$ cat src/verilog/term_pkg.sv
// Widths, terminal codes and memory port codes shared by the host terminals
// Memory commands always carry a burst length of zero, one 32-bit word
package term_pkg;

   typedef logic [15:0] term_addr_t;
   typedef logic [31:0] reg_addr_t;
   typedef logic [15:0] reg_data_t;
   typedef logic [31:0] mem_word_t;
   typedef logic [29:0] mem_addr_t;
   typedef logic [5:0]  burst_len_t;

   // Memory port instruction field
   typedef enum logic [2:0] {
      mem_write = 3'd0,
      mem_read  = 3'd1
   } mem_instr_t;

   // Terminal codes seen on term_addr
   localparam term_addr_t TERM_DRAM      = 16'h0010;
   localparam term_addr_t TERM_DRAM_CTRL = 16'h0011;
   localparam term_addr_t TERM_DUMMY     = 16'h0012;

   // Fixed answer of the dummy terminal
   localparam reg_data_t DUMMY_VALUE = 16'h9988;

   // DRAM control terminal register map
   localparam reg_addr_t CTRL_REG_STATUS    = 32'd0;
   localparam reg_addr_t CTRL_REG_SCRATCH   = 32'd1;
   localparam reg_addr_t CTRL_REG_CMD_COUNT = 32'd2;

endpackage

$ cat src/verilog/term_router.sv
// Purely combinational decode of term_addr; strobes reach one terminal only
// Unmapped codes read zero and never hold off the host
`timescale 1ns/1ns

module term_router (
   input  term_pkg::term_addr_t term_addr,
   input  logic                 read_mode,
   input  logic                 read_req,
   input  logic                 read,
   input  logic                 write_mode,
   input  logic                 write,
   input  term_pkg::reg_data_t  dram_datao,
   input  term_pkg::reg_data_t  ctrl_datao,
   input  logic                 dram_read_rdy,
   input  logic                 dram_write_rdy,
   output logic                 dram_read_mode,
   output logic                 dram_read_req,
   output logic                 dram_read,
   output logic                 dram_write_mode,
   output logic                 dram_write,
   output logic                 ctrl_write,
   output term_pkg::reg_data_t  reg_datao,
   output logic                 read_rdy,
   output logic                 write_rdy,
   output term_pkg::reg_data_t  transfer_status
);
   import term_pkg::*;

   logic sel_dram;
   logic sel_ctrl;

   assign sel_dram = (term_addr == TERM_DRAM);
   assign sel_ctrl = (term_addr == TERM_DRAM_CTRL);

   assign dram_read_mode  = sel_dram & read_mode;
   assign dram_read_req   = sel_dram & read_req;
   assign dram_read       = sel_dram & read;
   assign dram_write_mode = sel_dram & write_mode;
   assign dram_write      = sel_dram & write;
   // Control registers only care about the write pulse
   assign ctrl_write      = sel_ctrl & write_mode & write;

   // No terminal reports a transfer error
   assign transfer_status = '0;

   // Return path
   always_comb begin
      reg_datao = '0;
      read_rdy  = 1'b1;
      write_rdy = 1'b1;
      case (term_addr)
         TERM_DRAM: begin
            reg_datao = dram_datao;
            read_rdy  = dram_read_rdy;
            write_rdy = dram_write_rdy;
         end
         TERM_DRAM_CTRL: reg_datao = ctrl_datao;
         TERM_DUMMY:     reg_datao = DUMMY_VALUE;
         default:        reg_datao = '0;
      endcase
   end

endmodule

$ cat src/verilog/dram_bridge.sv
// Packs host halfword pairs, low half first, into single-word memory commands
// A transfer starting at an odd halfword address continues a parked half word
`timescale 1ns/1ns

module dram_bridge (
   input  logic                 ifclk,
   input  logic                 rst,
   input  logic                 read_mode,
   input  logic                 read_req,
   input  logic                 read,
   input  logic                 write_mode,
   input  logic                 write,
   input  term_pkg::reg_addr_t  reg_addr,
   input  term_pkg::reg_data_t  reg_datai,
   input  logic                 cmd_full,
   input  logic                 rd_empty,
   input  term_pkg::mem_word_t  rd_data,
   input  logic                 calib_done,
   output term_pkg::reg_data_t  reg_datao,
   output logic                 read_rdy,
   output logic                 write_rdy,
   output logic                 cmd_en,
   output term_pkg::mem_instr_t cmd_instr,
   output term_pkg::burst_len_t cmd_bl,
   output term_pkg::mem_addr_t  cmd_byte_addr,
   output logic                 wr_en,
   output term_pkg::mem_word_t  wr_data,
   output logic                 rd_en
);
   import term_pkg::*;

   typedef enum logic [2:0] {
      st_idle,
      st_wr_low,
      st_wr_issue,
      st_rd_issue,
      st_rd_wait,
      st_rd_high
   } state_t;

   state_t    state;
   state_t    state_cur;
   logic      write_mode_q;
   logic      read_mode_q;
   logic      wr_start;
   logic      rd_start;
   logic      resume;
   logic      high_req;
   logic      addr_step;
   logic      rdy_set;
   logic      rdy_q;
   logic      half_q;
   mem_addr_t addr_q;
   mem_addr_t addr_base;
   mem_word_t wr_word;
   mem_word_t rd_word;

   assign wr_start = write_mode & ~write_mode_q;
   assign rd_start = read_mode & ~read_mode_q;
   assign resume   = reg_addr[1] &
                     ((wr_start & (state == st_wr_low)) | (rd_start & (state == st_rd_high)));

   // Any other new transfer drops a parked half word
   always_comb begin
      state_cur = state;
      if ((wr_start || rd_start) && !resume &&
          (state == st_wr_low || state == st_rd_high))
         state_cur = st_idle;
   end

   assign high_req  = (state_cur == st_rd_high) & read_mode & read_req;
   // Word address moves on once a word is issued or fully read
   assign addr_step = (state_cur == st_wr_issue) | high_req;
   assign addr_base = (wr_start || rd_start) ? {reg_addr[29:2], 2'b00} : addr_q;
   assign rdy_set   = rd_en | high_req;

   assign cmd_en        = (state == st_wr_issue) | ((state == st_rd_issue) & ~cmd_full);
   assign cmd_instr     = (state == st_rd_issue) ? mem_read : mem_write;
   assign cmd_bl        = '0;
   assign cmd_byte_addr = addr_q;
   assign wr_en         = (state == st_wr_issue);
   assign wr_data       = wr_word;
   assign rd_en         = (state == st_rd_wait) & ~rd_empty;

   assign write_rdy = calib_done & ~cmd_full & ((state == st_idle) | (state == st_wr_low));
   assign read_rdy  = rdy_q;
   assign reg_datao = half_q ? rd_word[31:16] : rd_word[15:0];

   always_ff @(posedge ifclk) begin
      if (rst) begin
         state        <= st_idle;
         write_mode_q <= 1'b0;
         read_mode_q  <= 1'b0;
         rdy_q        <= 1'b0;
      end else begin
         write_mode_q <= write_mode;
         read_mode_q  <= read_mode;
         if (!read_mode)
            rdy_q <= 1'b0;
         else if (rdy_set)
            rdy_q <= 1'b1;
         else if (read)
            rdy_q <= 1'b0;
         state <= state_cur;
         case (state_cur)
            st_idle: begin
               if (write)
                  state <= st_wr_low;
               else if (read_mode && read_req)
                  state <= st_rd_issue;
            end
            st_wr_low: begin
               if (write)
                  state <= st_wr_issue;
            end
            st_wr_issue: state <= st_idle;
            st_rd_issue: begin
               if (!cmd_full)
                  state <= st_rd_wait;
            end
            st_rd_wait: begin
               if (!rd_empty)
                  state <= st_rd_high;
            end
            st_rd_high: begin
               if (high_req)
                  state <= st_idle;
            end
            default: state <= st_idle;
         endcase
      end
   end

   always_ff @(posedge ifclk) begin
      addr_q <= addr_base + (addr_step ? mem_addr_t'(4) : mem_addr_t'(0));
      if (state_cur == st_idle && write)
         wr_word[15:0] <= reg_datai;
      if (state_cur == st_wr_low && write)
         wr_word[31:16] <= reg_datai;
      if (rd_en)
         rd_word <= rd_data;
      if (rdy_set)
         half_q <= high_req;
   end

   // Write issue is unconditional; write_rdy must have left the port free
   a_cmd_not_full: assert property (@(posedge ifclk) disable iff (rst)
      cmd_en |-> !cmd_full);

endmodule

$ cat src/verilog/mem_port_model.sv
// Single-port memory controller model; one-word bursts, no write masks
// MEM_WORDS and QUEUE_DEPTH must be powers of two, QUEUE_DEPTH at least 2
`timescale 1ns/1ns

module mem_port_model #(
   parameter int MEM_WORDS    = 64,
   parameter int CALIB_CYCLES = 16,
   parameter int QUEUE_DEPTH  = 4
) (
   input  logic                 ifclk,
   input  logic                 rst,
   input  logic                 cmd_en,
   input  term_pkg::mem_instr_t cmd_instr,
   input  term_pkg::burst_len_t cmd_bl,
   input  term_pkg::mem_addr_t  cmd_byte_addr,
   input  logic                 wr_en,
   input  term_pkg::mem_word_t  wr_data,
   input  logic                 rd_en,
   output logic                 cmd_full,
   output term_pkg::mem_word_t  rd_data,
   output logic                 rd_empty,
   output logic                 calib_done
);
   import term_pkg::*;

   localparam int WORD_AW = $clog2(MEM_WORDS);
   localparam int PTR_W   = $clog2(QUEUE_DEPTH);
   localparam int CAL_W   = $clog2(CALIB_CYCLES + 1);
   // Queue slots
   localparam int WQ = 0;
   localparam int RQ = 1;

   logic [CAL_W-1:0]   calib_cnt;
   logic               cmd_valid;
   mem_instr_t         cmd_instr_q;
   mem_addr_t          cmd_addr_q;
   logic [WORD_AW-1:0] word_idx;
   logic               exec_write;
   logic               exec_read;
   mem_word_t          ram [MEM_WORDS];

   mem_word_t          q_mem [2][QUEUE_DEPTH];
   logic [PTR_W-1:0]   q_wptr [2];
   logic [PTR_W-1:0]   q_rptr [2];
   logic [PTR_W:0]     q_count [2];
   logic [1:0]         q_push;
   logic [1:0]         q_pop;
   mem_word_t          q_din [2];

   always_ff @(posedge ifclk) begin
      if (rst) begin
         calib_cnt  <= '0;
         calib_done <= 1'b0;
      end else if (!calib_done) begin
         if (calib_cnt == CAL_W'(CALIB_CYCLES - 1))
            calib_done <= 1'b1;
         calib_cnt <= calib_cnt + 1'b1;
      end
   end

   // One command in flight, executed the cycle after it is accepted
   always_ff @(posedge ifclk) begin
      if (rst)
         cmd_valid <= 1'b0;
      else
         cmd_valid <= cmd_en;
   end

   always_ff @(posedge ifclk) begin
      if (cmd_en) begin
         cmd_instr_q <= cmd_instr;
         cmd_addr_q  <= cmd_byte_addr;
      end
   end

   assign cmd_full   = ~calib_done | cmd_valid;
   // Byte address over 4, wrapped to the RAM size
   assign word_idx   = cmd_addr_q[WORD_AW+1:2];
   assign exec_write = cmd_valid & (cmd_instr_q == mem_write);
   assign exec_read  = cmd_valid & (cmd_instr_q == mem_read);

   assign q_push[WQ] = wr_en;
   assign q_din[WQ]  = wr_data;
   assign q_pop[WQ]  = exec_write;
   assign q_push[RQ] = exec_read;
   assign q_din[RQ]  = ram[word_idx];
   assign q_pop[RQ]  = rd_en;

   always_ff @(posedge ifclk) begin
      for (int i = 0; i < 2; i++) begin
         if (rst) begin
            q_wptr[i]  <= '0;
            q_rptr[i]  <= '0;
            q_count[i] <= '0;
         end else begin
            if (q_push[i])
               q_wptr[i] <= q_wptr[i] + 1'b1;
            if (q_pop[i])
               q_rptr[i] <= q_rptr[i] + 1'b1;
            if (q_push[i] && !q_pop[i])
               q_count[i] <= q_count[i] + 1'b1;
            else if (q_pop[i] && !q_push[i])
               q_count[i] <= q_count[i] - 1'b1;
         end
      end
   end

   always_ff @(posedge ifclk) begin
      for (int i = 0; i < 2; i++) begin
         if (q_push[i])
            q_mem[i][q_wptr[i]] <= q_din[i];
      end
      if (exec_write)
         ram[word_idx] <= q_mem[WQ][q_rptr[WQ]];
   end

   assign rd_data  = q_mem[RQ][q_rptr[RQ]];
   assign rd_empty = (q_count[RQ] == '0);

   a_cmd_after_calib: assert property (@(posedge ifclk) disable iff (rst)
      cmd_en |-> calib_done);

   // Write data has to be queued no later than its command
   a_wr_data_ready: assert property (@(posedge ifclk) disable iff (rst)
      exec_write |-> q_count[WQ] != '0);

   // The read queue is never popped while empty
   a_rd_not_empty: assert property (@(posedge ifclk) disable iff (rst)
      rd_en |-> !rd_empty);

   a_single_word: assert property (@(posedge ifclk) disable iff (rst)
      cmd_en |-> cmd_bl == '0);

endmodule

$ cat src/verilog/dram_ctrl_term.sv
// DRAM control terminal: status, scratch and memory command counter
// Registers read back combinationally; other addresses read zero
`timescale 1ns/1ns

module dram_ctrl_term (
   input  logic                ifclk,
   input  logic                rst,
   input  logic                write,
   input  term_pkg::reg_addr_t reg_addr,
   input  term_pkg::reg_data_t reg_datai,
   input  logic                calib_done,
   input  logic                cmd_en,
   output term_pkg::reg_data_t reg_datao
);
   import term_pkg::*;

   reg_data_t scratch;
   reg_data_t cmd_count;

   always_ff @(posedge ifclk) begin
      if (rst) begin
         scratch   <= '0;
         cmd_count <= '0;
      end else begin
         if (write && reg_addr == CTRL_REG_SCRATCH)
            scratch <= reg_datai;
         // Any write clears the counter, the data is ignored
         if (write && reg_addr == CTRL_REG_CMD_COUNT)
            cmd_count <= '0;
         else if (cmd_en)
            cmd_count <= cmd_count + 1'b1;
      end
   end

   always_comb begin
      case (reg_addr)
         CTRL_REG_STATUS:    reg_datao = {15'd0, calib_done};
         CTRL_REG_SCRATCH:   reg_datao = scratch;
         CTRL_REG_CMD_COUNT: reg_datao = cmd_count;
         default:            reg_datao = '0;
      endcase
   end

endmodule

$ cat src/verilog/host_terminal_top.sv
// Host register bus routed to the DRAM data, DRAM control and dummy terminals
// MEM_WORDS and QUEUE_DEPTH must be powers of two
`timescale 1ns/1ns

module host_terminal_top #(
   parameter int MEM_WORDS    = 64,
   parameter int CALIB_CYCLES = 16,
   parameter int QUEUE_DEPTH  = 4
) (
   input  logic                 ifclk,
   input  logic                 rst,
   input  term_pkg::term_addr_t term_addr,
   input  term_pkg::reg_addr_t  reg_addr,
   input  logic [31:0]          len,
   input  logic                 read_mode,
   input  logic                 read_req,
   input  logic                 read,
   input  logic                 write_mode,
   input  logic                 write,
   input  term_pkg::reg_data_t  reg_datai,
   output term_pkg::reg_data_t  reg_datao,
   output logic                 read_rdy,
   output logic                 write_rdy,
   output term_pkg::reg_data_t  transfer_status
);
   import term_pkg::*;

   logic       dram_read_mode;
   logic       dram_read_req;
   logic       dram_read;
   logic       dram_write_mode;
   logic       dram_write;
   logic       ctrl_write;
   reg_data_t  dram_datao;
   reg_data_t  ctrl_datao;
   logic       dram_read_rdy;
   logic       dram_write_rdy;
   logic       cmd_en;
   mem_instr_t cmd_instr;
   burst_len_t cmd_bl;
   mem_addr_t  cmd_byte_addr;
   logic       wr_en;
   mem_word_t  wr_data;
   logic       rd_en;
   logic       cmd_full;
   mem_word_t  rd_data;
   logic       rd_empty;
   logic       calib_done;

   term_router term_router_i (
      .term_addr       (term_addr),
      .read_mode       (read_mode),
      .read_req        (read_req),
      .read            (read),
      .write_mode      (write_mode),
      .write           (write),
      .dram_datao      (dram_datao),
      .ctrl_datao      (ctrl_datao),
      .dram_read_rdy   (dram_read_rdy),
      .dram_write_rdy  (dram_write_rdy),
      .dram_read_mode  (dram_read_mode),
      .dram_read_req   (dram_read_req),
      .dram_read       (dram_read),
      .dram_write_mode (dram_write_mode),
      .dram_write      (dram_write),
      .ctrl_write      (ctrl_write),
      .reg_datao       (reg_datao),
      .read_rdy        (read_rdy),
      .write_rdy       (write_rdy),
      .transfer_status (transfer_status)
   );

   dram_bridge dram_bridge_i (
      .ifclk         (ifclk),
      .rst           (rst),
      .read_mode     (dram_read_mode),
      .read_req      (dram_read_req),
      .read          (dram_read),
      .write_mode    (dram_write_mode),
      .write         (dram_write),
      .reg_addr      (reg_addr),
      .reg_datai     (reg_datai),
      .cmd_full      (cmd_full),
      .rd_empty      (rd_empty),
      .rd_data       (rd_data),
      .calib_done    (calib_done),
      .reg_datao     (dram_datao),
      .read_rdy      (dram_read_rdy),
      .write_rdy     (dram_write_rdy),
      .cmd_en        (cmd_en),
      .cmd_instr     (cmd_instr),
      .cmd_bl        (cmd_bl),
      .cmd_byte_addr (cmd_byte_addr),
      .wr_en         (wr_en),
      .wr_data       (wr_data),
      .rd_en         (rd_en)
   );

   dram_ctrl_term dram_ctrl_term_i (
      .ifclk      (ifclk),
      .rst        (rst),
      .write      (ctrl_write),
      .reg_addr   (reg_addr),
      .reg_datai  (reg_datai),
      .calib_done (calib_done),
      .cmd_en     (cmd_en),
      .reg_datao  (ctrl_datao)
   );

   mem_port_model #(
      .MEM_WORDS    (MEM_WORDS),
      .CALIB_CYCLES (CALIB_CYCLES),
      .QUEUE_DEPTH  (QUEUE_DEPTH)
   ) mem_port_model_i (
      .ifclk         (ifclk),
      .rst           (rst),
      .cmd_en        (cmd_en),
      .cmd_instr     (cmd_instr),
      .cmd_bl        (cmd_bl),
      .cmd_byte_addr (cmd_byte_addr),
      .wr_en         (wr_en),
      .wr_data       (wr_data),
      .rd_en         (rd_en),
      .cmd_full      (cmd_full),
      .rd_data       (rd_data),
      .rd_empty      (rd_empty),
      .calib_done    (calib_done)
   );

   // The host holds len for the whole transfer
   a_len_stable: assert property (@(posedge ifclk) disable iff (rst)
      (read_mode || write_mode) && $past(read_mode || write_mode) |-> $stable(len));

endmodule

$ cat config.mk
export PLATFORM = sky130hd
export DESIGN_NAME = host_terminal_top
export DESIGN_NICKNAME = d
export VERILOG_FILES = /design/src/verilog/term_pkg.sv /design/src/verilog/term_router.sv /design/src/verilog/dram_bridge.sv /design/src/verilog/mem_port_model.sv /design/src/verilog/dram_ctrl_term.sv /design/src/verilog/host_terminal_top.sv
export SDC_FILE = /design/constraint.sdc
export NUM_CORES = 2
export LEC_CHECK = 0
export ABC_AREA = 0
export ABC_CLOCK_PERIOD_IN_PS = 3700
export BUFFER_PORTS_ARGS = -buffer_cell sky130_fd_sc_hd__clkbuf_2
export CORE_UTILIZATION = 40
export CTS_CLUSTER_SIZE = 25
export DETAILED_ROUTE_END_ITERATION = 6
export HOLD_SLACK_MARGIN = 0.06
export PLACE_DENSITY = 0.61
export SYNTH_ARGS = -nofsm -noshare
export SYNTH_HDL_FRONTEND = slang
export SYNTH_SLANG_ARGS = --single-unit
$ cat constraint.sdc
create_clock -name ifclk -period 3.7 [get_ports ifclk]
set_clock_uncertainty 0.1 [all_clocks]
set_input_delay 0.37 -clock ifclk [delete_from_list [all_inputs] [get_ports ifclk]]
set_output_delay 0.37 -clock ifclk [all_outputs]
set_load 0.01 [all_outputs]
==> out/results.txt <==
Most frequent cells in the layout -> edfxtp_1 (2387), mux4_2 (576), clkbuf_16 (233)
Synth Area in Simple Gates -> 2.28%
Most common cell after layout, fill and taps aside -> edfxtp_1
Tmin final -> 3530 ps
WL per Instance -> 29.9 um
Largest net degree at the start of global routing -> 79
Die area -> 235000 um^2
Area of the core -> 231000 um^2
Synth Instances -> 4153
Total grt overflow -> 0
Rows -> 176
# Max-Cap Violations -> 0
IO Count -> 137
Die Wd -> 484 um
RSZ-0062 raised after global routing -> false
Yosys warning count -> 0
Library cells used by synthesis -> 59
CTS Sinks -> 2444
WS Path Type -> flop to flop
Synthesized area per cell -> 22.4 um^2
Die span in y -> 484 um
CTS Buf Count -> 233
Clock Tree Root -> clkbuf_16
F_max -> 284 MHz
Leak Pwr -> 33.5 nW
Nets@finish -> 4685
Post-synth EDFFs -> 2387
Overall Global Routing Usage -> 19.9%
Global-route wire length before repair -> 331000 um
PwrDens -> 505 nW/um^2
Final Hold Viols -> 0
Drt pass-1 iters -> 5
Worst Setup End Kind -> flop
# setup viols final -> 0
DP Area -> 99300 um^2
VDD IR-drop max -> 0.416 mV
Clk buf depth -> 3
Number of global-route vias before repair -> 45000
Post-synthesis register bit count -> 2444
Worst EP arrival -> 3980 ps
Reg area -> 72800 um^2
DP HPWL -> 132000 um
Latest clock arrival within the worst-skew pair -> 880 ps
WP data required -> 4150 ps
Area delta synth->final -> 15.4%
Synth Area in XOR/XNOR -> 0.273%
Crit share post-route -> 95.3%
Predominant post-synthesis flop cell -> edfxtp_1
Ys async rst share -> 0%
Status -> finished clean
Antenna violations before repair -> 12
Mapped Area -> 93100 um^2
Worst Tran Pin Value -> 1080 ps
Initial DRC count -> 5037
Setup TNS -> 0 ps
Fraction of the yosys area taken by sequential cells -> 78.3%
Number of remaining DRC errors -> 0
Vias/cell -> 5.70
Slew HR -> 28.3%
H-tree depth -> 4
Fill cells -> 18700
Clock slew at reported path FFs -> 60 ps
Slew Limit Fails -> 0
Hold-critical path depth -> 4
GP Congestion -> 0.823
Largest family of logic cells by synthesized area -> multiplexers
Via count -> 44500
Fin area -> 107000 um^2
Area of the multi-input gates -> 19500 um^2
Share of layout cells above drive strength 1 -> 28.2%
Initial core utilization -> 40.4%
Mux contribution to synthesized area -> 15.8%
Number of I/O port buffers -> 88
CTS tree -> yes
R2r worst-path depth -> 7
Type of origin of the critical path -> flop
Post-synthesis compound-gate area fraction -> 1.78%
Critical path fanouts, max -> 24
Tightest Hold Check Type -> primary input to flop
Adder-cell share of the synthesized area -> 0.196%
Final ANT Viol Nets -> 0
Wirelength, routed -> 234000 um
[path summary, 6_finish.rpt]
kind | slack (ps) | start | to
worst min-delay path | 180 | term_addr[1] | dram_bridge_i.wr_data[19]
worst max-delay path | 170 | flop | mem_port_model_i.q_mem[0][252]
worst max register to register | 170 | flop | mem_port_model_i.q_mem[0][252]
worst min register to register | 400 | dram_bridge_i.wr_data[28] | mem_port_model_i.q_mem[0][92]
[metal layers]
layer	global-route usage [%]	part of all wire, %	up-vias	wire (um)
li1	-	-	18400	-
met1	27.5	41	24100	96100
met2	31.9	48	1787	113000
met3	3.49	7.7	281	17900
met4	6.34	2.9	6	6800
met5	0	0.018	-	42
[layout make-up]
type / count / area share [%]
sequential: 2444 / 67.8
multi-input combinational: 1470 / 18.2
clock buffer: 285 / 5.61
tap: 3026 / 3.53
timing repair buffer: 400 / 3.34
clock inverter: 153 / 1.43
inverter: 19 / 0.0664
antenna: 12 / 0.0280
[critical path, stage by stage (launching register included)]
cell,delay (ps)
dfxtp_4,490
buf_12,210
buf_12,250
mux4_2,560
a22oi_1,470
nand3_1,250
buf_4,220
or4_1,600
[registers in the layout, summed over array words and instances (netlist names), named ones only]
register,flops
mem_port_model_i.calib_done,1
mem_port_model_i.q_mem,256
dram_bridge_i.read_mode_q,1
mem_port_model_i.ram,2048
dram_bridge_i.write_mode_q,1
dram_bridge_i.rd_word,32
mem_port_model_i.q_wptr,4
dram_ctrl_term_i.cmd_count,16
dram_bridge_i.read_rdy,1
dram_bridge_i.half_q,1
mem_port_model_i.cmd_valid,1
mem_port_model_i.q_count,3
mem_port_model_i.cmd_instr_q,1
dram_bridge_i.wr_data,32
mem_port_model_i.calib_cnt,5
dram_ctrl_term_i.scratch,16
mem_port_model_i.q_rptr,4
dram_bridge_i.state,3
mem_port_model_i.cmd_addr_q,6
dram_bridge_i.cmd_byte_addr,6
[stage by stage]
step	cells	utilization (%)	power, mW	worst slack (ps)	hold slack [ps]
final	7809	46.6	54.2	174	180
after detailed placement	7316	43.1	31.3	337	383
after global placement	7316	43.1	31.3	319	366
after CTS	7797	46.6	54.6	121	122
after floorplan	4168	-	31.0	647	321
after global routing	7798	46.6	55.7	11.5	176
[repair_timing]
| action | in CTS | in global routing |
|---|---|---|
| hold buffers | 43 | 0 |
| setup buffers | 0 | 0 |
| setup endpoints to repair | 0 | 5 |
| gates resized for setup | 0 | 2 |
| hold endpoints to repair | 89 | 0 |
[power breakdown]
part	total [mW]	switching, mW	internal, mW
Sequential	30.2	0.00935	30.2
Clock	23.5	10.2	13.3
Combinational	0.547	0.420	0.127
[Yosys cell counts, drive strengths merged (3+ instances only)]
master / n / area share (%)
a21o: 7 / 0.056
a21oi: 40 / 0.22
a22oi: 96 / 0.77
and3: 13 / 0.087
and4: 3 / 0.028
buf: 121 / 0.89
clkbuf: 114 / 0.46
dfxtp: 57 / 1.2
edfxtp: 2387 / 77
ha: 13 / 0.17
inv: 18 / 0.073
mux2: 7 / 0.085
mux2i: 164 / 1.8
mux4: 576 / 14
nand2: 107 / 0.43
nand2b: 12 / 0.081
nand3: 52 / 0.28
nand3b: 8 / 0.065
nand4: 9 / 0.067
nand4b: 3 / 0.028
nor2: 132 / 0.53
nor2b: 5 / 0.034
nor3: 13 / 0.070
nor4: 13 / 0.12
nor4b: 4 / 0.051
o21ai: 4 / 0.022
o221ai: 15 / 0.14
o22ai: 65 / 0.44
or2: 3 / 0.020
or3: 6 / 0.040
or4: 32 / 0.26
xnor2: 13 / 0.12
xor2: 16 / 0.15
[cells by family (layout without fill, tap and decap cells)]
| logic type | after synthesis | after routing |
|---|---|---|
| xor gates and xnor gates | 29 | 29 |
| AOI/OAI and AO/OA | 240 | 240 |
| and+or+nand+nor | 424 | 424 |
| other | 1 | 28 |
| muxes | 747 | 747 |
| adders and majority gates | 14 | 14 |
| buffers and inverters | 254 | 857 |
| DFF | 2444 | 2444 |
(Power assumes the default switching activity.)
